File: src/verilog/xc_pkg.sv
// every line mask travels in one command byte so NUM_INPUTS must stay between 2 and 8
`default_nettype none

package xc_pkg;

	// ~~~~~~~~~~~~~~~~~~~~~~~~~~~~~~~~~~~~~~~~
	// command set
	// ~~~~~~~~~~~~~~~~~~~~~~~~~~~~~~~~~~~~~~~~
	typedef enum logic [7:0] {
		op_set_time   = 8'h01, // then time hi, time lo
		op_set_enable = 8'h02, // then one mask byte
		op_set_invert = 8'h03, // then one mask byte
		op_start      = 8'h04,
		op_stop       = 8'h05
	} xc_op_e;                 // any other byte falls through the parser

	typedef enum logic [1:0] {
		st_idle,               // waiting for an opcode
		st_time_hi,
		st_time_lo,
		st_mask                // target mask picked by the opcode
	} ctrl_state_e;

	localparam logic [7:0] FRAME_HEADER = 8'hA5; // leads every frame
	localparam int         TIME_W       = 16;    // window length in ticks

	// ~~~~~~~~~~~~~~~~~~~~~~~~~~~~~~~~~~~~~~~~
	// width helpers
	// ~~~~~~~~~~~~~~~~~~~~~~~~~~~~~~~~~~~~~~~~
	function automatic int num_pairs(input int n);
		return n * (n - 1) / 2;
	endfunction

	// slot of pair i<j, upper triangle walked row by row
	// n=4 gives (0,1)=0 (0,2)=1 (0,3)=2 (1,2)=3 (1,3)=4 (2,3)=5
	function automatic int pair_index(input int i, input int j, input int n);
		return i * n - i * (i + 1) / 2 + (j - i - 1);
	endfunction

	// header byte plus every count, counts are whole bytes
	function automatic int frame_bytes(input int ni, input int nc, input int res);
		return 1 + (ni + nc) * res / 8;
	endfunction

endpackage

`default_nettype wire
File: src/verilog/xc_if.sv
// both interfaces take their widths as parameters and must be given the same values as the modules
`timescale 1ns/1ps
`default_nettype none

// configuration from the command parser
interface xc_cfg_if #(
	parameter int NUM_INPUTS = 4
);
	logic                        run;         // integration running
	logic [NUM_INPUTS-1:0]       line_enable; // 1 lets the line count
	logic [NUM_INPUTS-1:0]       line_invert; // 1 counts falling input edges
	logic [xc_pkg::TIME_W-1:0]   integ_ticks; // window length, never 0

	modport ctrl (output run, line_enable, line_invert, integ_ticks);
	modport user (input run, line_enable, line_invert, integ_ticks);
endinterface

// latched counts on their way to the frame sender
interface xc_snap_if #(
	parameter int NUM_INPUTS      = 4,
	parameter int NUM_CORRELATORS = 6,
	parameter int RESOLUTION      = 16
);
	logic                                  snap;       // one cycle, counts valid from here
	logic [NUM_INPUTS*RESOLUTION-1:0]      line_count; // line a at a*RESOLUTION
	logic [NUM_CORRELATORS*RESOLUTION-1:0] pair_count; // slot from xc_pkg::pair_index
	logic                                  busy;       // frame in flight, snaps dropped

	modport src (output snap, line_count, pair_count, input busy);
	modport dst (input snap, line_count, pair_count, output busy);
endinterface

`default_nettype wire

File: src/verilog/correlator.sv
// no PLL and no pulse outputs, NUM_INPUTS between 2 and 8 and RESOLUTION a multiple of 8
`timescale 1ns/1ps
`default_nettype none

module correlator #(
	parameter int CLK_FREQUENCY = 50_000_000,
	parameter int BAUD_RATE     = 57600,
	parameter int TICK_CYCLES   = 50000,    // clocks per window tick
	parameter int RESOLUTION    = 16,
	parameter int NUM_INPUTS    = 4
) (
	input  wire                    clki,
	input  wire                    rst_n,
	input  wire                    rx,
	input  wire [NUM_INPUTS-1:0]   pulse_in,
	output wire                    tx,
	output wire                    integration_clk_pulse,
	output wire [2*NUM_INPUTS-1:0] active_line,  // enable at 2a, invert at 2a+1
	output wire [NUM_INPUTS-1:0]   overflow
);
	localparam int NUM_CORRELATORS = xc_pkg::num_pairs(NUM_INPUTS);

	wire [7:0] rx_data;
	wire       rx_valid;
	wire       window_end;
	wire       tx_start;
	wire [7:0] tx_data;
	wire       tx_busy;

	xc_cfg_if #(.NUM_INPUTS(NUM_INPUTS)) cfg_if ();
	xc_snap_if #(
		.NUM_INPUTS(NUM_INPUTS), .NUM_CORRELATORS(NUM_CORRELATORS), .RESOLUTION(RESOLUTION)
	) snap_if ();

	uart_rx #(.CLK_FREQUENCY(CLK_FREQUENCY), .BAUD_RATE(BAUD_RATE)) rx0 (
		.clki(clki), .rst_n(rst_n), .rx(rx), .data(rx_data), .valid(rx_valid));

	xc_control #(.NUM_INPUTS(NUM_INPUTS)) ctrl0 (
		.clki(clki), .rst_n(rst_n), .rx_data(rx_data), .rx_valid(rx_valid), .cfg(cfg_if.ctrl));

	integration_timer #(.TICK_CYCLES(TICK_CYCLES)) timer0 (
		.clki(clki), .rst_n(rst_n), .cfg(cfg_if.user), .window_end(window_end));

	pulse_counters #(
		.NUM_INPUTS(NUM_INPUTS), .NUM_CORRELATORS(NUM_CORRELATORS), .RESOLUTION(RESOLUTION)
	) counters0 (
		.clki(clki), .rst_n(rst_n), .pulse_in(pulse_in), .window_end(window_end),
		.cfg(cfg_if.user), .snp(snap_if.src), .overflow(overflow));

	frame_sender #(
		.NUM_INPUTS(NUM_INPUTS), .NUM_CORRELATORS(NUM_CORRELATORS), .RESOLUTION(RESOLUTION)
	) sender0 (
		.clki(clki), .rst_n(rst_n), .snp(snap_if.dst),
		.tx_start(tx_start), .tx_data(tx_data), .tx_busy(tx_busy));

	uart_tx #(.CLK_FREQUENCY(CLK_FREQUENCY), .BAUD_RATE(BAUD_RATE)) tx0 (
		.clki(clki), .rst_n(rst_n), .start(tx_start), .data(tx_data), .tx(tx), .busy(tx_busy));

	assign integration_clk_pulse = window_end;

	for (genvar a = 0; a < NUM_INPUTS; a++) begin : g_active
		assign active_line[2*a]   = cfg_if.line_enable[a];
		assign active_line[2*a+1] = cfg_if.line_invert[a];
	end

endmodule

`default_nettype wire

File: src/verilog/frame_sender.sv
// RESOLUTION must be a multiple of 8 and a snap arriving while busy is high is dropped whole
`timescale 1ns/1ps
`default_nettype none

module frame_sender #(
	parameter int NUM_INPUTS      = 4,
	parameter int NUM_CORRELATORS = 6,
	parameter int RESOLUTION      = 16
) (
	input  wire        clki,
	input  wire        rst_n,
	xc_snap_if.dst     snp,
	output logic       tx_start,
	output logic [7:0] tx_data,
	input  wire        tx_busy
);
	localparam int FRAME_BYTES = xc_pkg::frame_bytes(NUM_INPUTS, NUM_CORRELATORS, RESOLUTION);
	localparam int FRAME_W     = FRAME_BYTES * 8;
	localparam int BCNT_W      = $clog2(FRAME_BYTES + 1);

	typedef enum logic [1:0] {fs_idle, fs_send, fs_wait} fs_state_e;

	fs_state_e          state;
	logic [FRAME_W-1:0] frame;   // header on top, counts msb first below
	logic [FRAME_W-1:0] shift_q; // bytes leave from the top
	logic [BCNT_W-1:0]  left;    // bytes still to go

	always_comb begin
		frame = '0;
		frame[FRAME_W-1 -: 8] = xc_pkg::FRAME_HEADER;
		for (int a = 0; a < NUM_INPUTS; a++)
			frame[FRAME_W-9-a*RESOLUTION -: RESOLUTION] = snp.line_count[a*RESOLUTION +: RESOLUTION];
		for (int p = 0; p < NUM_CORRELATORS; p++)
			frame[FRAME_W-9-(NUM_INPUTS+p)*RESOLUTION -: RESOLUTION] =
				snp.pair_count[p*RESOLUTION +: RESOLUTION];
	end

	always_ff @(posedge clki) begin
		if (!rst_n) begin
			state <= fs_idle;
			left  <= '0;
		end else begin
			case (state)
				fs_idle: if (snp.snap) begin
					state <= fs_send;
					left  <= BCNT_W'(FRAME_BYTES);
				end
				fs_send: state <= fs_wait;  // uart_tx takes the byte here
				fs_wait: if (!tx_busy) begin // stop bit finished
					left <= left - 1'b1;
					if (left == BCNT_W'(1)) state <= fs_idle;
					else state <= fs_send;
				end
				default: state <= fs_idle;
			endcase
		end
	end

	always_ff @(posedge clki) begin
		if (state == fs_idle && snp.snap) shift_q <= frame;
		else if (state == fs_wait && !tx_busy) shift_q <= shift_q << 8;
	end

	assign tx_start = (state == fs_send);
	assign tx_data  = shift_q[FRAME_W-1 -: 8];
	assign snp.busy = (state != fs_idle);

endmodule

`default_nettype wire

File: src/verilog/integration_timer.sv
// window_end comes integ_ticks*TICK_CYCLES clocks after run rises and a new integ_ticks applies from the next window
`timescale 1ns/1ps
`default_nettype none

module integration_timer #(
	parameter int TICK_CYCLES = 50000
) (
	input  wire     clki,
	input  wire     rst_n,
	xc_cfg_if.user  cfg,
	output logic    window_end
);
	localparam int PRE_W = $clog2(TICK_CYCLES + 1);
	localparam int TW    = xc_pkg::TIME_W;

	logic [PRE_W-1:0] pre;      // clocks within the tick
	logic [TW-1:0]    ticks;    // ticks within the window
	logic [TW-1:0]    limit;    // integ_ticks taken at window start
	logic             tick_last;
	logic             win_last;
	logic             end_q;

	assign tick_last = (pre == PRE_W'(TICK_CYCLES - 1));
	assign win_last  = tick_last && (ticks == limit - 1'b1); // last clock of the window

	always_ff @(posedge clki) begin
		if (!rst_n || !cfg.run) begin // held at zero until run
			pre   <= '0;
			ticks <= '0;
			limit <= cfg.integ_ticks;
			end_q <= 1'b0;
		end else begin
			end_q <= win_last;
			if (tick_last) begin
				pre <= '0;
				if (win_last) begin
					ticks <= '0;
					limit <= cfg.integ_ticks;
				end else ticks <= ticks + 1'b1;
			end else pre <= pre + 1'b1;
		end
	end

	assign window_end = end_q & cfg.run; // a stop in flight eats the pulse

endmodule

`default_nettype wire

File: src/verilog/pulse_counters.sv
// edges count 3 clocks after they reach pulse_in and a change of line_invert while running can add one edge
`timescale 1ns/1ps
`default_nettype none

module pulse_counters #(
	parameter int NUM_INPUTS      = 4,
	parameter int NUM_CORRELATORS = 6,
	parameter int RESOLUTION      = 16
) (
	input  wire                    clki,
	input  wire                    rst_n,
	input  wire [NUM_INPUTS-1:0]   pulse_in,
	input  wire                    window_end,
	xc_cfg_if.user                 cfg,
	xc_snap_if.src                 snp,
	output logic [NUM_INPUTS-1:0]  overflow
);
	localparam int                    NUM_CNT = NUM_INPUTS + NUM_CORRELATORS;
	localparam logic [RESOLUTION-1:0] CNT_MAX = '1;

	logic [NUM_INPUTS-1:0]         sync1;   // first synchronizer stage
	logic [NUM_INPUTS-1:0]         sync2;
	logic [NUM_INPUTS-1:0]         level;   // after polarity
	logic [NUM_INPUTS-1:0]         level_q; // edge register
	logic [NUM_INPUTS-1:0]         edges;
	logic [NUM_CORRELATORS-1:0]    coinc;
	logic [NUM_CNT-1:0]            inc;     // pairs above lines
	logic [NUM_CNT*RESOLUTION-1:0] cnt_flat;
	logic [NUM_CNT*RESOLUTION-1:0] snap_q;

	// ~~~~~~~~~~~~~~~~~~~~~~~~~~~~~~~~~~~~~~~~
	// input conditioning
	// ~~~~~~~~~~~~~~~~~~~~~~~~~~~~~~~~~~~~~~~~
	always_ff @(posedge clki) begin
		if (!rst_n) begin
			sync1   <= '0;
			sync2   <= '0;
			level_q <= '0;
		end else begin
			sync1   <= pulse_in;
			sync2   <= sync1;
			level_q <= level;
		end
	end

	assign level = sync2 ^ cfg.line_invert;
	assign edges = level & ~level_q & cfg.line_enable & {NUM_INPUTS{cfg.run}}; // rising only

	// same-cycle edges on both lines of a pair
	for (genvar i = 0; i < NUM_INPUTS; i++) begin : g_row
		for (genvar j = i + 1; j < NUM_INPUTS; j++) begin : g_col
			assign coinc[xc_pkg::pair_index(i, j, NUM_INPUTS)] = edges[i] & edges[j];
		end
	end

	assign inc = {coinc, edges};

	// ~~~~~~~~~~~~~~~~~~~~~~~~~~~~~~~~~~~~~~~~
	// saturating counters, lines then pairs
	// ~~~~~~~~~~~~~~~~~~~~~~~~~~~~~~~~~~~~~~~~
	for (genvar k = 0; k < NUM_CNT; k++) begin : g_cnt
		logic [RESOLUTION-1:0] cnt;
		always_ff @(posedge clki) begin
			if (!rst_n || !cfg.run) begin
				cnt <= '0;
			end else if (window_end) begin
				cnt <= {{(RESOLUTION-1){1'b0}}, inc[k]}; // new window keeps this edge
			end else if (inc[k] && cnt != CNT_MAX) begin
				cnt <= cnt + 1'b1;                       // holds at max
			end
		end
		assign cnt_flat[k*RESOLUTION +: RESOLUTION] = cnt;
	end

	always_ff @(posedge clki) begin
		if (!rst_n || !cfg.run) begin
			overflow <= '0;
			snp.snap <= 1'b0;
		end else begin
			snp.snap <= window_end; // snapshot valid with it
			for (int a = 0; a < NUM_INPUTS; a++) begin
				if (window_end) overflow[a] <= 1'b0;
				else if (cnt_flat[a*RESOLUTION +: RESOLUTION] == CNT_MAX) overflow[a] <= 1'b1;
			end
		end
	end

	always_ff @(posedge clki) begin
		if (window_end) snap_q <= cnt_flat;
	end

	assign snp.line_count = snap_q[NUM_INPUTS*RESOLUTION-1:0];
	assign snp.pair_count = snap_q[NUM_CNT*RESOLUTION-1:NUM_INPUTS*RESOLUTION];

endmodule

`default_nettype wire

File: src/verilog/uart_rx.sv
// 8N1 only, needs at least 4 clocks per bit, and valid comes in the middle of the stop bit
`timescale 1ns/1ps
`default_nettype none

module uart_rx #(
	parameter int CLK_FREQUENCY = 50_000_000,
	parameter int BAUD_RATE     = 57600
) (
	input  wire        clki,
	input  wire        rst_n,
	input  wire        rx,
	output logic [7:0] data,
	output logic       valid
);
	localparam int CPB   = CLK_FREQUENCY / BAUD_RATE; // clocks per bit
	localparam int HALF  = CPB / 2;
	localparam int CNT_W = $clog2(CPB);

	typedef enum logic [1:0] {rs_idle, rs_start, rs_data, rs_stop} rx_state_e;

	rx_state_e      state;
	logic [1:0]     rx_sync;  // two-flop synchronizer, [1] is safe to use
	logic [CNT_W-1:0] timer;
	logic [2:0]     bit_cnt;
	logic [7:0]     shift_q;  // lsb arrives first

	always_ff @(posedge clki) begin
		if (!rst_n) begin
			rx_sync <= 2'b11;     // idle line is high
			state   <= rs_idle;
			timer   <= '0;
			bit_cnt <= '0;
			valid   <= 1'b0;
		end else begin
			rx_sync <= {rx_sync[0], rx};
			valid   <= 1'b0;
			case (state)
				rs_idle: if (!rx_sync[1]) begin
					state <= rs_start;
					timer <= '0;
				end
				rs_start: if (timer == CNT_W'(HALF - 1)) begin
					timer   <= '0;
					bit_cnt <= '0;
					if (rx_sync[1]) state <= rs_idle; // glitch, not a start bit
					else state <= rs_data;
				end else timer <= timer + 1'b1;
				rs_data: if (timer == CNT_W'(CPB - 1)) begin
					timer   <= '0;
					shift_q <= {rx_sync[1], shift_q[7:1]}; // mid-bit sample
					if (bit_cnt == 3'd7) state <= rs_stop;
					else bit_cnt <= bit_cnt + 1'b1;
				end else timer <= timer + 1'b1;
				rs_stop: if (timer == CNT_W'(CPB - 1)) begin
					state <= rs_idle;
					if (rx_sync[1]) begin  // bad stop bit drops the byte
						data  <= shift_q;
						valid <= 1'b1;
					end
				end else timer <= timer + 1'b1;
				default: state <= rs_idle;
			endcase
		end
	end

endmodule

`default_nettype wire

File: src/verilog/uart_tx.sv
// 8N1 only, start is ignored while busy is high and busy drops when the stop bit ends
`timescale 1ns/1ps
`default_nettype none

module uart_tx #(
	parameter int CLK_FREQUENCY = 50_000_000,
	parameter int BAUD_RATE     = 57600
) (
	input  wire       clki,
	input  wire       rst_n,
	input  wire       start,
	input  wire [7:0] data,
	output logic      tx,
	output logic      busy
);
	localparam int CPB   = CLK_FREQUENCY / BAUD_RATE;
	localparam int CNT_W = $clog2(CPB);

	logic [9:0]       shift_q; // stop, data, start, bit 0 on the line
	logic [CNT_W-1:0] timer;
	logic [3:0]       bit_cnt;
	logic             bit_end;

	assign bit_end = (timer == CNT_W'(CPB - 1));

	always_ff @(posedge clki) begin
		if (!rst_n) begin
			busy    <= 1'b0;
			timer   <= '0;
			bit_cnt <= '0;
		end else if (!busy) begin
			timer   <= '0;
			bit_cnt <= '0;
			busy    <= start;
		end else if (bit_end) begin
			timer <= '0;
			if (bit_cnt == 4'd9) busy <= 1'b0; // stop bit done
			else bit_cnt <= bit_cnt + 1'b1;
		end else begin
			timer <= timer + 1'b1;
		end
	end

	always_ff @(posedge clki) begin
		if (!busy && start) shift_q <= {1'b1, data, 1'b0};
		else if (busy && bit_end) shift_q <= {1'b1, shift_q[9:1]};
	end

	assign tx = busy ? shift_q[0] : 1'b1; // line idles high

endmodule

`default_nettype wire

File: src/verilog/xc_control.sv
// bytes are taken one per rx_valid strobe and a mask byte only uses its low NUM_INPUTS bits
`timescale 1ns/1ps
`default_nettype none

module xc_control #(
	parameter int NUM_INPUTS = 4
) (
	input  wire       clki,
	input  wire       rst_n,
	input  wire [7:0] rx_data,
	input  wire       rx_valid,
	xc_cfg_if.ctrl    cfg
);
	xc_pkg::ctrl_state_e       state;
	logic                      mask_inv; // pending mask goes to invert
	logic [7:0]                time_hi;  // held until the low byte shows up
	logic [xc_pkg::TIME_W-1:0] time_new;

	assign time_new = {time_hi, rx_data};

	// ~~~~~~~~~~~~~~~~~~~~~~~~~~~~~~~~~~~~~~~~
	// command FSM
	// ~~~~~~~~~~~~~~~~~~~~~~~~~~~~~~~~~~~~~~~~
	always_ff @(posedge clki) begin
		if (!rst_n) begin
			state           <= xc_pkg::st_idle;
			mask_inv        <= 1'b0;
			cfg.run         <= 1'b0;
			cfg.line_enable <= '1; // all lines on
			cfg.line_invert <= '0;
			cfg.integ_ticks <= {{(xc_pkg::TIME_W-1){1'b0}}, 1'b1};
		end else if (rx_valid) begin
			case (state)
				xc_pkg::st_idle: begin
					case (rx_data)
						xc_pkg::op_set_time: state <= xc_pkg::st_time_hi;
						xc_pkg::op_set_enable: begin
							state    <= xc_pkg::st_mask;
							mask_inv <= 1'b0;
						end
						xc_pkg::op_set_invert: begin
							state    <= xc_pkg::st_mask;
							mask_inv <= 1'b1;
						end
						xc_pkg::op_start: cfg.run <= 1'b1; // timer restarts on the rise
						xc_pkg::op_stop:  cfg.run <= 1'b0; // counts cleared downstream
						default: ;                          // unknown byte
					endcase
				end
				xc_pkg::st_time_hi: begin
					time_hi <= rx_data;
					state   <= xc_pkg::st_time_lo;
				end
				xc_pkg::st_time_lo: begin
					// zero would never end a window
					if (time_new == '0) cfg.integ_ticks <= {{(xc_pkg::TIME_W-1){1'b0}}, 1'b1};
					else cfg.integ_ticks <= time_new;
					state <= xc_pkg::st_idle;
				end
				xc_pkg::st_mask: begin
					if (mask_inv) cfg.line_invert <= rx_data[NUM_INPUTS-1:0];
					else cfg.line_enable <= rx_data[NUM_INPUTS-1:0];
					state <= xc_pkg::st_idle;
				end
				default: state <= xc_pkg::st_idle;
			endcase
		end
	end

endmodule

`default_nettype wire

File: config.mk
export PLATFORM = sky130hd
export DESIGN_NAME = correlator
export DESIGN_NICKNAME = d
export VERILOG_FILES = /design/src/verilog/xc_pkg.sv /design/src/verilog/xc_if.sv /design/src/verilog/correlator.sv /design/src/verilog/frame_sender.sv /design/src/verilog/integration_timer.sv /design/src/verilog/pulse_counters.sv /design/src/verilog/uart_rx.sv /design/src/verilog/uart_tx.sv /design/src/verilog/xc_control.sv
export SDC_FILE = /design/constraint.sdc
export NUM_CORES = 1
export LEC_CHECK = 0
export BUFFER_PORTS_ARGS = -buffer_cell sky130_fd_sc_hd__buf_2
export CAP_MARGIN = 15
export CORE_UTILIZATION = 51
export DETAILED_ROUTE_END_ITERATION = 8
export PLACE_DENSITY = 0.78
export SYNTH_ARGS = -nofsm -noshare
export SYNTH_HDL_FRONTEND = slang
export SYNTH_SLANG_ARGS = --single-unit
File: constraint.sdc
create_clock -name clki -period 7.7 [get_ports clki]
set_clock_uncertainty 0.2 [all_clocks]
set_input_delay 0.385 -clock clki [delete_from_list [all_inputs] [get_ports clki]]
set_output_delay 0.385 -clock clki [all_outputs]
set_load 0.05 [all_outputs]
== Word-level counts from Yosys, hierarchy flattened ==
Cells that the tools add are included.
Word-level totals
  register bits after elaboration: 655
  latch bits: 0
  bits in writable memories: 0
  bits in read-only memories: 0
  output and inout port bits: 14
  memories kept: 0
Operators by class
  add/subtract/negate cells: 18
  multiply operators: 0
  div/mod/pow operators: 0
  order comparisons: 0
  equality and inequality tests: 45
  shift-type cells: 0
  muxes and demuxes: 61
  bitwise gates (word level): 16
  reductions and logical operators: 64
Operators with widths (number)
  160-bit two-way mux: 2
  16-bit by 1-bit adder with 16-bit output (second input constant): 12
  16-bit inequality test (second input constant): 10
  16-bit equality test (second input constant): 5
  16-bit two-way mux: 5
  10-bit two-way mux: 4
  10-bit one-hot mux with 4 select lines: 1
  2-bit nonzero test: 18
  1-bit two-way mux: 26
  3-bit AND reduction: 8
  10-bit by 1-bit adder with 10-bit output (second input constant): 2
  10-bit equality test (second input constant): 2
  9-bit two-way mux: 2
  16-bit equality test: 1
  8-bit by 2-bit equality test with 1-bit output (second input constant): 2
  8-bit by 3-bit equality test with 1-bit output (second input constant): 2
  16-bit zero test: 1
  2-bit two-way mux: 8
  16-bit by 1-bit subtractor with 16-bit output (second input constant): 1
  1-bit logical AND: 15
  2-bit AND reduction: 7
  4-bit bitwise AND: 3
  2-bit one-hot mux with 3 select lines: 2
  10-bit by 9-bit equality test with 1-bit output (second input constant): 1
  other kinds (30): 64

== Longest topological paths before layout ==
Gate-level depths: netlist of the first run.
  depth in word-level cells: 8
  depth in mapped cells: 10

== Modules after synthesis ==
Synthesis of the first run repeated with hierarchy kept, for this count alone.
Second synthesis, totals
  cells, all modules: 2516
  area, all modules: 27216.1 µm²
By module, submodules not included
  pulse_counters: instances 1, cells an instance 1149, area an instance 13143.9 µm², sequential area each 8348.0 µm²
  frame_sender: instances 1, cells an instance 745, area an instance 7546.0 µm², sequential area each 5104.9 µm²
  integration_timer: instances 1, cells an instance 254, area an instance 2472.4 µm², sequential area each 1141.1 µm²
  uart_rx: instances 1, cells an instance 124, area an instance 1549.0 µm², sequential area each 840.8 µm²
  xc_control: instances 1, cells an instance 139, area an instance 1375.1 µm², sequential area each 800.8 µm²
  uart_tx: instances 1, cells an instance 105, area an instance 1129.8 µm², sequential area each 560.5 µm²

== Worst setup path after synthesis of the first run ==
Ideal clock, no wire load.
  path kind: reg-to-reg
  start point: register sender0.state[1]
  end point: register sender0.left[1]
  arrival time: 5.060 ns
  data required time: 7.382 ns
  slack: 2.321 ns
  cell stages (with the launch flop): 7
  path buffers: 2
  clock period less this slack: 5.379 ns
  cell sequence: dfxtp_1 clkbuf_1 or3b_2 clkbuf_1 nand2_1 o22ai_1 and2_1
Between the ends
  cells in the longest elaborated chain, start to end: 3
  elaborated cells on any way between the ends: 7
RTL lines
  start: declaration: RTL line frame_sender.sv:23  | fs_state_e state;
  start signal: assignment: RTL line frame_sender.sv:40  | state <= fs_idle;
  start signal: assignment: RTL line frame_sender.sv:45  | state <= fs_send;
  start signal: assignment: RTL line frame_sender.sv:48  | fs_send: state <= fs_wait;
  2-bit equality test / 2-bit zero test (equally long branches): RTL line frame_sender.sv:43  | case (state)
  2-bit inequality test (no line) / 2-bit nonzero test (equally long branches)
  3-bit AND reduction (no line)
  end signal: assignment: RTL line frame_sender.sv:46  | left <= BCNT_W'(FRAME_BYTES);
  end signal: assignment: RTL line frame_sender.sv:50  | left <= left - 1'b1;
  end: declaration: RTL line frame_sender.sv:26  | logic [BCNT_W-1:0] left;
Several ways; a longest one is shown, not always the timed one.
A chain may end at the register's enable or synchronous reset.

== Final worst setup path of the first run ==
  start point: register ctrl0.cfg.run
  end point: output integration_clk_pulse
Between the ends
  cells in the longest elaborated chain, start to end: 1
RTL lines
  start: declaration: RTL line xc_if.sv:14  | modport ctrl (output run, line_enable, line_invert, integ_ticks);
  start signal: assignment: RTL line xc_control.sv:28  | cfg.run <= 1'b0;
  start signal: assignment: RTL line xc_control.sv:45  | xc_pkg::op_start: cfg.run <= 1'b1;
  start signal: assignment: RTL line xc_control.sv:46  | xc_pkg::op_stop: cfg.run <= 1'b0;
  1-bit bitwise AND: RTL line integration_timer.sv:44  | assign window_end = end_q & cfg.run;
  end: declaration: RTL line correlator.sv:17  | output wire integration_clk_pulse,
No other way between the ends.

==> key figures, run 1 <==
Run status
  • Status: finished clean

Worst setup path
  • Worst Setup Start Kind: flip-flop
  • CP endpoint: integration_clk_pulse
  • CP endpoint kind: primary output
  • Worst path required time: 7.11 ns
  • FF-to-FF path depth: 8
  • Critical path's slowest cell: buf_4
  • CP Max Fanout: 58
  • R2r startpoint: timer0.limit[0]$_DFFE_PP_
  • Worst Path Buf+Inv: 3
  • FF-to-FF setup slack: 4.24 ns
  • CP Data Arrival Time: 3.46 ns
  • Worst path depth: 4
  • CP peak stage delay: 0.69 ns
  • CP delay by family, top: buffers and inverters
  • FF-to-FF End: timer0.limit[11]$_DFFE_PP_
  • Critical path launch point: ctrl0.cfg.run$_SDFFE_PN0P_
  • Crit-path cells: nand2_1 > inv_6 > buf_4 > buf_2
  • Critical path class: flip-flop to primary output

STA
  • Final worst slack: 3.66 ns
  • Part of the cycle the worst path needs: 52.5%
  • Fmax: 247 MHz
  • Slew Limit Headroom: 26.8%
  • Final Max Tran Viols: 0
  • Final Critical Period: 4.04 ns
  • Setup_tns: 0 ns
  • Worst-Margin Slew: 1.09 ns
  • Final count of negative-setup-slack endpoints: 0
  • Hold Vio Cnt, Final: 0
  • Unrepaired setup endpoints after global routing: false

Floorplanning
  • Initial Util: 51.8%
  • Die X: 228 µm
  • Die area: 52000 µm²
  • Core Area: 50300 µm²
  • Die height: 228 µm
  • Rows: 82
  • IO Pins: 21

Final layout
  • Ant. Diodes: 0
  • Commonest non-fill, non-tap cell in the layout: nand2_1
  • Area growth syn-to-layout: 10.9%
  • Final Cell Area: 28900 µm²
  • Commonest non-fill, non-tap cells in the layout: nand2_1 (616), edfxtp_1 (368), dfxtp_1 (287), nor2_1 (249), xor2_1 (138)
  • Fillers: 4004
  • Final layout net count: 2449
  • Share of cells above drive strength 1: 6.02%

Synth
  • Post-synth EDFFs: 368
  • Avg Synthesized Cell Area: 10.8 µm²
  • Register area share after synthesis: 64.5%
  • Unique masters post-synth: 65
  • Gate Count Post-Synth: 2408
  • Syn nets: 2437
  • Top cells by area, synth: edfxtp_1 (42%), dfxtp_1 (22%), nand2_1 (8.9%), xor2_1 (4.6%), nor2_1 (3.6%)
  • Top cell type's share of synthesized area: 42.4%
  • Asr flop ratio synth: 0%
  • Synthesized area: 26000 µm²
  • Area leader, netlist: edfxtp_1
  • Ys Warns: 0
  • Main synth FF type: edfxtp_1
  • Seq cells post-synth: 655

CTS
  • CTS tree: done
  • Clock Latency Late Sink: 0.59 ns
  • Post_cts resized: 0
  • CTS clock-pin slew for the worst setup and hold paths: 0.06 ns
  • # H-tree levels: 3
  • Clk buf depth: 3
  • Inserted Clock Buffers: 66
  • Number of clock sinks: 655
  • Clk Tree Root Cell: clkbuf_16

Power
  • Static leakage: 9.88 nW
  • Total power: 6.81 mW
  • VDD IR-drop max: 0.140 mV
  • Power Density: 236 nW/µm²

Placement
  • DP Area: 26700 µm²
  • Post-DP HPWL: 32000 µm
  • RePlAce Congestion: 0.917
  • Dpl ws: 4.25 ns
  • PortBufs: 20

GRT
  • Largest net degree at the start of global routing: 104
  • First-pass GRT wire length: 81900 µm
  • Initial antenna violation count: 0
  • Vias in the first global route: 16635
  • Aggregate global-route resource usage: 19.2%
  • GR Overflow Total: 0

Detailed routing
  • WL per Instance: 15.9 µm
  • DRC Markers: 0
  • Final ANT Viol Nets: 0
  • Drt pass-1 iters: 5
  • Vias: 16971
  • WL final: 49900 µm
  • Initial DRC count: 1349
  • Vias per cell: 5.39

Worst hold path
  • Hold Crit Class: input port to flip-flop

Run
  • Max-cap violations: 0
[layer usage]
layer | part of all wire (%) | up-vias | GRT usage (%) | wire length, µm
met1 | 43 | 8125 | 24.4 | 21600
met2 | 49 | 442 | 32.7 | 24300
li1 | - | 8317 | - | -
met3 | 4.8 | 87 | 2.94 | 2380
met4 | 3.2 | 0 | 8.33 | 1580
met5 | 0 | - | 0 | 0
[per-stage QoR]
step / utilization, % / hold slack [ns] / instances
2_1_floorplan: - / 0.186 / 2408
3_3_place_gp: 53.2 / 0.200 / 3019
3_5_place_dp: 53.2 / 0.202 / 3019
4_1_cts: 57.5 / 0.0271 / 3146
5_1_grt: 57.5 / 0.0699 / 3146
6_report: 57.5 / 0.0443 / 3146
[cell type report]
type	count	area (µm²)	area share (%)
multi-input cells	1625	8760	30.3
clock inverters	23	238	0.823
clock buffers	99	1890	6.53
inverters	37	144	0.498
repair buffers	35	225	0.779
well taps	672	841	2.91
flip-flops and latches	655	16800	58.1
[power by group]
| part | switching (mW) | internal [mW] |
|---|---|---|
| Clock | 1.30 | 1.81 |
| Combinational | 0.0149 | 0.0102 |
| Sequential | 0.00518 | 3.66 |
[kinds of logic after synthesis]
logic type / count (synthesis) / share of synthesized area (%)
flops: 655 / 64.5
mux: 17 / 0.653
compound gates: 147 / 3.45
fa+ha+maj: 22 / 1.06
simple gates: 1238 / 21.6
buf+inv: 128 / 1.96
xor+xnor: 201 / 6.76
[flip-flops by register name (all words and copies together), names as in the netlist, 3 cells and up, named ones only]
| signal | count |
|---|---|
| counters0.g_cnt.cnt | 160 |
| counters0.level_q | 4 |
| counters0.overflow | 4 |
| counters0.snap_q | 160 |
| counters0.sync1 | 4 |
| counters0.sync2 | 4 |
| ctrl0.cfg.integ_ticks | 16 |
| ctrl0.cfg.line_enable | 4 |
| ctrl0.cfg.line_invert | 4 |
| ctrl0.time_hi | 8 |
| rx0.bit_cnt | 3 |
| rx0.data | 8 |
| rx0.shift_q | 8 |
| rx0.timer | 10 |
| sender0.left | 5 |
| sender0.shift_q | 168 |
| timer0.limit | 16 |
| timer0.pre | 16 |
| timer0.ticks | 16 |
| tx0.bit_cnt | 4 |
| tx0.shift_q | 9 |
| tx0.timer | 10 |
[worst min-delay path by stage]
stage,from,end,slack [ns],cells after the start
floorplan,rx0.rx_sync[0]$_SDFF_PN1_,rx0.rx_sync[1]$_SDFF_PN1_,0.19,1
global placement,rx0.rx_sync[0]$_SDFF_PN1_,rx0.rx_sync[1]$_SDFF_PN1_,0.20,1
detailed placement,rx0.rx_sync[0]$_SDFF_PN1_,rx0.rx_sync[1]$_SDFF_PN1_,0.20,1
CTS,rst_n,ctrl0.cfg.line_enable[2]$_SDFFE_PN1P_,0.03,2
global route,rst_n,ctrl0.cfg.line_enable[1]$_SDFFE_PN1P_,0.07,2
finish,rst_n,ctrl0.cfg.line_enable[2]$_SDFFE_PN1P_,0.04,2
[synthesized netlist by cell type (all sizes together), types with 21 or more instances]
library cell  number
nand2            618
ha                22
a21oi             64
xnor2             63
and3              45
nor2             249
clkbuf            78
nand3             90
o21ai             35
edfxtp           368
inv               37
and2              34
nand4             54
xor2             138
nor4              21
dfxtp            287
nor3              23
[what timing repair did]
item,4_1_cts,5_1_grt
hold endpoints to repair,5,0
setup buffers,0,0
setup endpoints to repair,0,0
hold buffers,5,0
Note: power is estimated with default switching activity, not from simulation.
==> run 2, diff against run 1 <==
--- a/config.mk
+++ b/config.mk
@@ -5,6 +5,7 @@
 export SDC_FILE = /design/constraint.sdc
 export NUM_CORES = 1
 export LEC_CHECK = 0
+export ABC_AREA = 1
 export BUFFER_PORTS_ARGS = -buffer_cell sky130_fd_sc_hd__buf_2
 export CAP_MARGIN = 15
 export CORE_UTILIZATION = 51
==> constraint.sdc (replaced) <==
create_clock -name clki -period 3.9 [get_ports clki]
set_clock_uncertainty 0.2 [all_clocks]
set_input_delay 0.195 -clock clki [delete_from_list [all_inputs] [get_ports clki]]
set_output_delay 0.195 -clock clki [all_outputs]
set_load 0.05 [all_outputs]
==> key figures, run 2 <==
Detailed routing
  • DRC Markers: 0
  • Met1 Wirelength: 24600 µm
  • Vias: 19466
  • WL per Instance: 14.5 µm
  • Met2 wire len: 25700 µm
  • Detailed route wirelength on metal3: 2610 µm
  • WL final: 54100 µm
  • Drt pass-1 iters: 7
  • Vias per cell: 5.23
  • DR top layer: met4
  • Final ANT Viol Nets: 0
  • Initial DRC count: 1673

Worst setup path
  • CP endpoint kind: flip-flop
  • Worst path required time: 4.16 ns
  • CP Max Fanout: 81
  • Worst Setup Start Kind: flip-flop
  • CP peak stage delay: 0.78 ns
  • Critical path's slowest cell: buf_4
  • Crit-path cells: nor2_1 > nand2_4 > inv_4 > buf_4 > buf_4 > nand2_1 > nand2_1
  • Critical path class: flip-flop to flip-flop
  • CP Data Arrival Time: 3.33 ns

Floorplanning
  • Die area: 54500 µm²
  • IO Pins: 21
  • Rows: 84
  • Core Area: 52800 µm²
  • Die height: 233 µm
  • Die X: 233 µm
  • Initial Util: 51.8%

CTS
  • CTS tree: done
  • Clock Latency Late Sink: 0.60 ns
  • CTS clock-pin slew for the worst setup and hold paths: 0.06 ns
  • Clk buf depth: 3
  • Post_cts resized: 0
  • Clk Tree Root Cell: clkbuf_16
  • # H-tree levels: 3
  • Number of clock sinks: 655
  • Inserted Clock Buffers: 67

Final layout
  • Final layout net count: 3005
  • Ant. Diodes: 0
  • Area growth syn-to-layout: 11.8%
  • Final Cell Area: 30500 µm²
  • Commonest non-fill, non-tap cell in the layout: nand2_1
  • Share of cells above drive strength 1: 7.13%
  • Biggest register: sender0.shift_q
  • Fillers: 4326
  • Max reg flops: 168
  • Commonest non-fill, non-tap cells in the layout: nand2_1 (847), edfxtp_1 (368), dfxtp_1 (287), nor2_1 (274), inv_1 (272)
  • Biggest regs: sender0.shift_q x168, counters0.g_cnt.cnt x160, counters0.snap_q x160

GRT
  • GR Overflow Total: 0
  • First-pass GRT wire length: 89700 µm
  • Vias in the first global route: 18291
  • Aggregate global-route resource usage: 20.4%
  • Largest net degree at the start of global routing: 104
  • Initial antenna violation count: 0

Placement
  • DP Area: 28100 µm²
  • RePlAce Congestion: 0.890
  • Post-DP HPWL: 35400 µm
  • PortBufs: 20

Synth
  • Syn nets: 2969
  • Post-synth EDFFs: 368
  • Unique masters post-synth: 53
  • Ys Warns: 0
  • Top cell type's share of synthesized area: 40.5%
  • Seq cells post-synth: 655
  • Synthesized area: 27300 µm²
  • Most frequent cell after synthesis: nand2_1
  • Avg Synthesized Cell Area: 9.29 µm²
  • Asr flop ratio synth: 0%
  • Main synth FF type: edfxtp_1
  • Register area share after synthesis: 61.5%
  • Area leader, netlist: edfxtp_1
  • Gate Count Post-Synth: 2940
  • Top cells by area, synth: edfxtp_1 (40%), dfxtp_1 (21%), nand2_1 (12%), inv_1 (3.8%), nor2_1 (3.8%)
  • Top cells by count, synth: nand2_1 (848), edfxtp_1 (368), dfxtp_1 (287), inv_1 (275), nor2_1 (274)

Run
  • Max-cap violations: 0

STA
  • Final Critical Period: 3.08 ns
  • Setup_tns: 0 ns
  • Part of the cycle the worst path needs: 78.9%
  • Slew Limit Headroom: 29.5%
  • Final Max Tran Viols: 0
  • Hold Vio Cnt, Final: 0
  • Worst-Margin Slew: 1.05 ns
  • Fmax: 325 MHz
  • Final count of negative-setup-slack endpoints: 0
  • Unrepaired setup endpoints after global routing: false

Run status
  • Status: finished clean

Power
  • Power Density: 460 nW/µm²
  • Static leakage: 10.9 nW
  • VDD IR-drop max: 0.246 mV

Worst hold path
  • Hold Crit Class: input port to flip-flop
-- run 2: cell types whose count changed after synthesis, moves of 33 or more --
cell / before / now
a21oi_1: 64 / 150
o21ai_0: 33 / 133
and3_1: 44 / 11
inv_1: 37 / 275
xnor2_1: 63 / 24
xor2_1: 138 / 36
nand2_1: 618 / 848
nor3_1: 22 / 80
-- run 2: critical path: cells and delay by family, from the launching register on --
kind / cells / cell delay (ns)
flip-flops: 1 / 0.34
AND/OR/NAND/NOR: 4 / 0.74
buffers and inverters: 3 / 1.55
-- run 2: final cells by class --
type	count	area [µm²]	area share, %
Clock buffer	95	1970	6.44
Clock inverter	29	394	1.29
Inverter	293	1120	3.65
Multi-Input combinational cell	1917	9110	29.8
Sequential cell	655	16800	55.0
Tap cell	688	861	2.82
Timing Repair Buffer	42	293	0.959
-- run 2: routing by layer --
metal	GRT usage, %	up-vias
met5	0	-
met4	7.04	0
met3	3.39	88
met2	33.5	421
met1	27.2	9107
li1	-	9850
-- run 2: cell families (layout without fill, tap and decap cells) --
kind of cell,count (synthesis),in the layout,share of synthesized area [%]
adders and majority gates,22,22,1.01
xor gates and xnor gates,60,60,1.92
buffers and inverters,368,459,5.17
AOI/OAI and AO/OA,338,338,6.62
and+or+nand+nor,1497,1497,23.8
DFF,655,655,61.5
-- run 2: path summary, 6_finish.rpt --
path,start,end,slack [ns],cells past startpoint
hold reg to reg,counters0.sync1[3]$_SDFF_PN0_,counters0.sync2[3]$_SDFF_PN0_,0.21,2
setup / recovery,sender0.state[0]$_SDFFE_PN0P_,sender0.shift_q[67]$_DFFE_PP_,0.82,7
hold / removal,pulse_in[3],counters0.sync1[3]$_SDFF_PN0_,0.11,4
setup reg to reg,sender0.state[0]$_SDFFE_PN0P_,sender0.shift_q[67]$_DFFE_PP_,0.82,7
-- run 2: report_power, final --
part	internal (mW)	switching, mW	leakage, nW
registers	7.24	0.0119	5.45
clock network	4.08	2.63	1.15
logic	0.0331	0.0657	4.32
total	11.4	2.71	10.9
-- run 2: timing repair --
action,CTS,global route
hold buffers,6,0
endpoints found under the hold margin,14,0
endpoints found under the setup margin,0,0
buffers inserted,0,0
-- run 2: through the flow --
step                hold WS [ns]  setup WS, ns  power (mW)  cells  utilization (%)
finish                     0.115         0.823        14.1   3719             57.9
detailed placement         0.184         0.864        7.49   3589             53.3
global route               0.119         0.570        14.5   3719             57.9
global placement           0.180         0.811        7.49   3589             53.3
CTS                       0.0840         0.821        14.2   3719             57.9
floorplan                 0.0926         0.284        7.47   2940                -
==> run 3, diff against run 2 <==
==> constraint.sdc (replaced) <==
create_clock -name clki -period 3 [get_ports clki]
set_clock_uncertainty 0.2 [all_clocks]
set_input_delay 0.15 -clock clki [delete_from_list [all_inputs] [get_ports clki]]
set_output_delay 0.15 -clock clki [all_outputs]
set_load 0.05 [all_outputs]
==> key figures, run 3 (synthesis gave the netlist of run 2 again) <==
Worst setup path
  • Critical path class: flip-flop to flip-flop
  • Worst Path Buf+Inv: 2
  • Critical path's slowest cell: edfxtp_1
  • CP peak stage delay: 0.39 ns
  • CP Max Fanout: 22
  • CP endpoint kind: flip-flop
  • CP dominant cell by count: nand3_1
  • CP Data Arrival Time: 2.90 ns
  • CP delay by family, top: simple AND/OR/NAND/NOR gates
  • Crit-path cells: inv_1 > ha_1 > nand3_1 > nor2_2 > nand2_1 > nand3_1 > nand3_1 > nor2_1 > nand3_2 > nand2_4 > buf_4 > nor2_1
  • Worst path required time: 3.29 ns
  • Worst Setup Start Kind: flip-flop

Run
  • Max-cap violations: 0

GRT
  • First-pass GRT wire length: 90700 µm
  • Vias in the first global route: 18554
  • GR Overflow Total: 0
  • Aggregate global-route resource usage: 20.6%
  • Initial antenna violation count: 1
  • Largest net degree at the start of global routing: 168

Detailed routing
  • WL per Instance: 14.6 µm
  • Final ANT Viol Nets: 0
  • Vias per cell: 5.22
  • Drt pass-1 iters: 5
  • Initial DRC count: 1363
  • Vias: 19502
  • WL final: 54400 µm
  • DRC Markers: 0

Final layout
  • Biggest regs: sender0.shift_q x168, counters0.g_cnt.cnt x160, counters0.snap_q x160
  • Final layout net count: 3018
  • Final Cell Area: 30800 µm²
  • Max reg flops: 168
  • Share of cells above drive strength 1: 7.59%
  • Commonest non-fill, non-tap cell in the layout: nand2_1
  • Biggest register: sender0.shift_q
  • Area growth syn-to-layout: 12.8%
  • Commonest non-fill, non-tap cells in the layout: nand2_1 (847), edfxtp_1 (368), dfxtp_1 (287), nor2_1 (274), inv_1 (272)
  • Post-route insts no fill: 3733
  • Fillers: 4319

Run status
  • Status: finished clean

Power
  • Switching share of power: 19.5%
  • Power Density: 602 nW/µm²
  • Total power: 18.6 mW
  • NetSw: 3.61 mW
  • Flop pwr share: 50.8%
  • Static leakage: 11.0 nW
  • Logic gate share of total power: 0.7%
  • VDD IR-drop max: 0.422 mV
  • Internal power: 14.9 mW
  • Clock power share: 48.5%

Worst hold path
  • Hold Crit Class: input port to flip-flop

CTS
  • Clock Latency Late Sink: 0.60 ns
  • Clk buf depth: 3
  • # H-tree levels: 3
  • CTS clock-pin slew for the worst setup and hold paths: 0.06 ns
  • Clk Tree Root Cell: clkbuf_16
  • Number of clock sinks: 655
  • CTS tree: done
  • Inserted Clock Buffers: 68

STA
  • Final Critical Period: 2.61 ns
  • Final count of negative-setup-slack endpoints: 0
  • Setup_tns: 0 ns
  • Fmax: 384 MHz
  • Final Max Tran Viols: 0
  • Part of the cycle the worst path needs: 86.9%
  • Hold Vio Cnt, Final: 0
  • Slew Limit Headroom: 43.8%
  • Unrepaired setup endpoints after global routing: false
  • Worst-Margin Slew: 0.842 ns
  • Hold slack final: 0.0694 ns

Floorplanning
  • Core Area: 52800 µm²
  • Die height: 233 µm
  • Initial Util: 51.8%
  • Die area: 54500 µm²
  • IO Pins: 21
  • Rows: 84
  • Die X: 233 µm

Placement
  • Dpl cells: 3597
  • Post-DP HPWL: 35000 µm
  • DP Area: 28300 µm²
  • RePlAce Congestion: 0.887
  • PortBufs: 20
[run 3: changes by cell type in the layout (fill, tap and decap cells not counted), sizes merged]
cell	change
diode	+1
bufinv	+3
clkbuf	-9
buf	+8
inv	+4
dlygate4sd3	+4
clkinv	+3
[run 3: layout make-up]
| cell class | instances | area [µm²] | area share (%) |
|---|---|---|---|
| sequential | 655 | 16800 | 54.5 |
| clock inverter | 39 | 526 | 1.71 |
| clock buffer | 86 | 1900 | 6.18 |
| antenna | 1 | 2.50 | 0.00812 |
| timing repair buffer | 54 | 480 | 1.56 |
| tap | 688 | 861 | 2.79 |
| multi-input combinational | 1917 | 9120 | 29.6 |
| inverter | 293 | 1120 | 3.62 |
[run 3: repair_timing]
| item | 4_1_cts | 5_1_grt |
|---|---|---|
| gates resized for setup | 0 | 1 |
| endpoints found under the setup margin | 0 | 7 |
| hold buffers | 10 | 0 |
| hold endpoints to repair | 45 | 0 |
| buffers inserted | 0 | 0 |
[run 3: stage by stage]
step / worst slack (ns) / utilization, %
4_1_cts: 0.250 / 58.4
2_1_floorplan: 0.222 / -
6_report: 0.392 / 58.4
3_3_place_gp: 0.347 / 53.6
3_5_place_dp: 0.264 / 53.6
5_1_grt: 0.120 / 58.4
[run 3: metal layers]
layer | wire, µm | GRT usage (%) | up-vias
li1 | - | - | 9883
met1 | 24000 | 26.2 | 9063
met2 | 26200 | 34.9 | 441
met3 | 2490 | 3.64 | 113
met4 | 1610 | 7.51 | 2
met5 | 25 | 0 | -
[run 3: worst min-delay path: cells and delay by family]
| kind | cells | cell delay, ns |
|---|---|---|
| buffers and inverters | 2 | 0.61 |
| and+or+nand+nor | 1 | 0.08 |
[run 3: final timing paths]
check,depth (start not counted),slack (ns),from,to
worst min register to register,1,0.22,rx0.rx_sync[0]$_SDFF_PN1_,rx0.rx_sync[1]$_SDFF_PN1_
worst max-delay path,12,0.39,timer0.limit[0]$_DFFE_PP_,timer0.ticks[3]$_SDFFE_PP0P_
worst min-delay path,3,0.07,rx,rx0.rx_sync[0]$_SDFF_PN1_
worst max register to register,12,0.39,timer0.limit[0]$_DFFE_PP_,timer0.ticks[3]$_SDFFE_PP0P_
[run 3: power by group through the flow]
| stage | Sequential [mW] | Clock, mW | Combinational (mW) |
|---|---|---|---|
| after floorplan | 9.62 | 0 | 0.0897 |
| after global placement | 9.62 | 0 | 0.117 |
| after detailed placement | 9.62 | 0 | 0.119 |
| after CTS | 9.42 | 9.14 | 0.131 |
| after global routing | 9.42 | 9.48 | 0.149 |
| final | 9.42 | 9.00 | 0.131 |
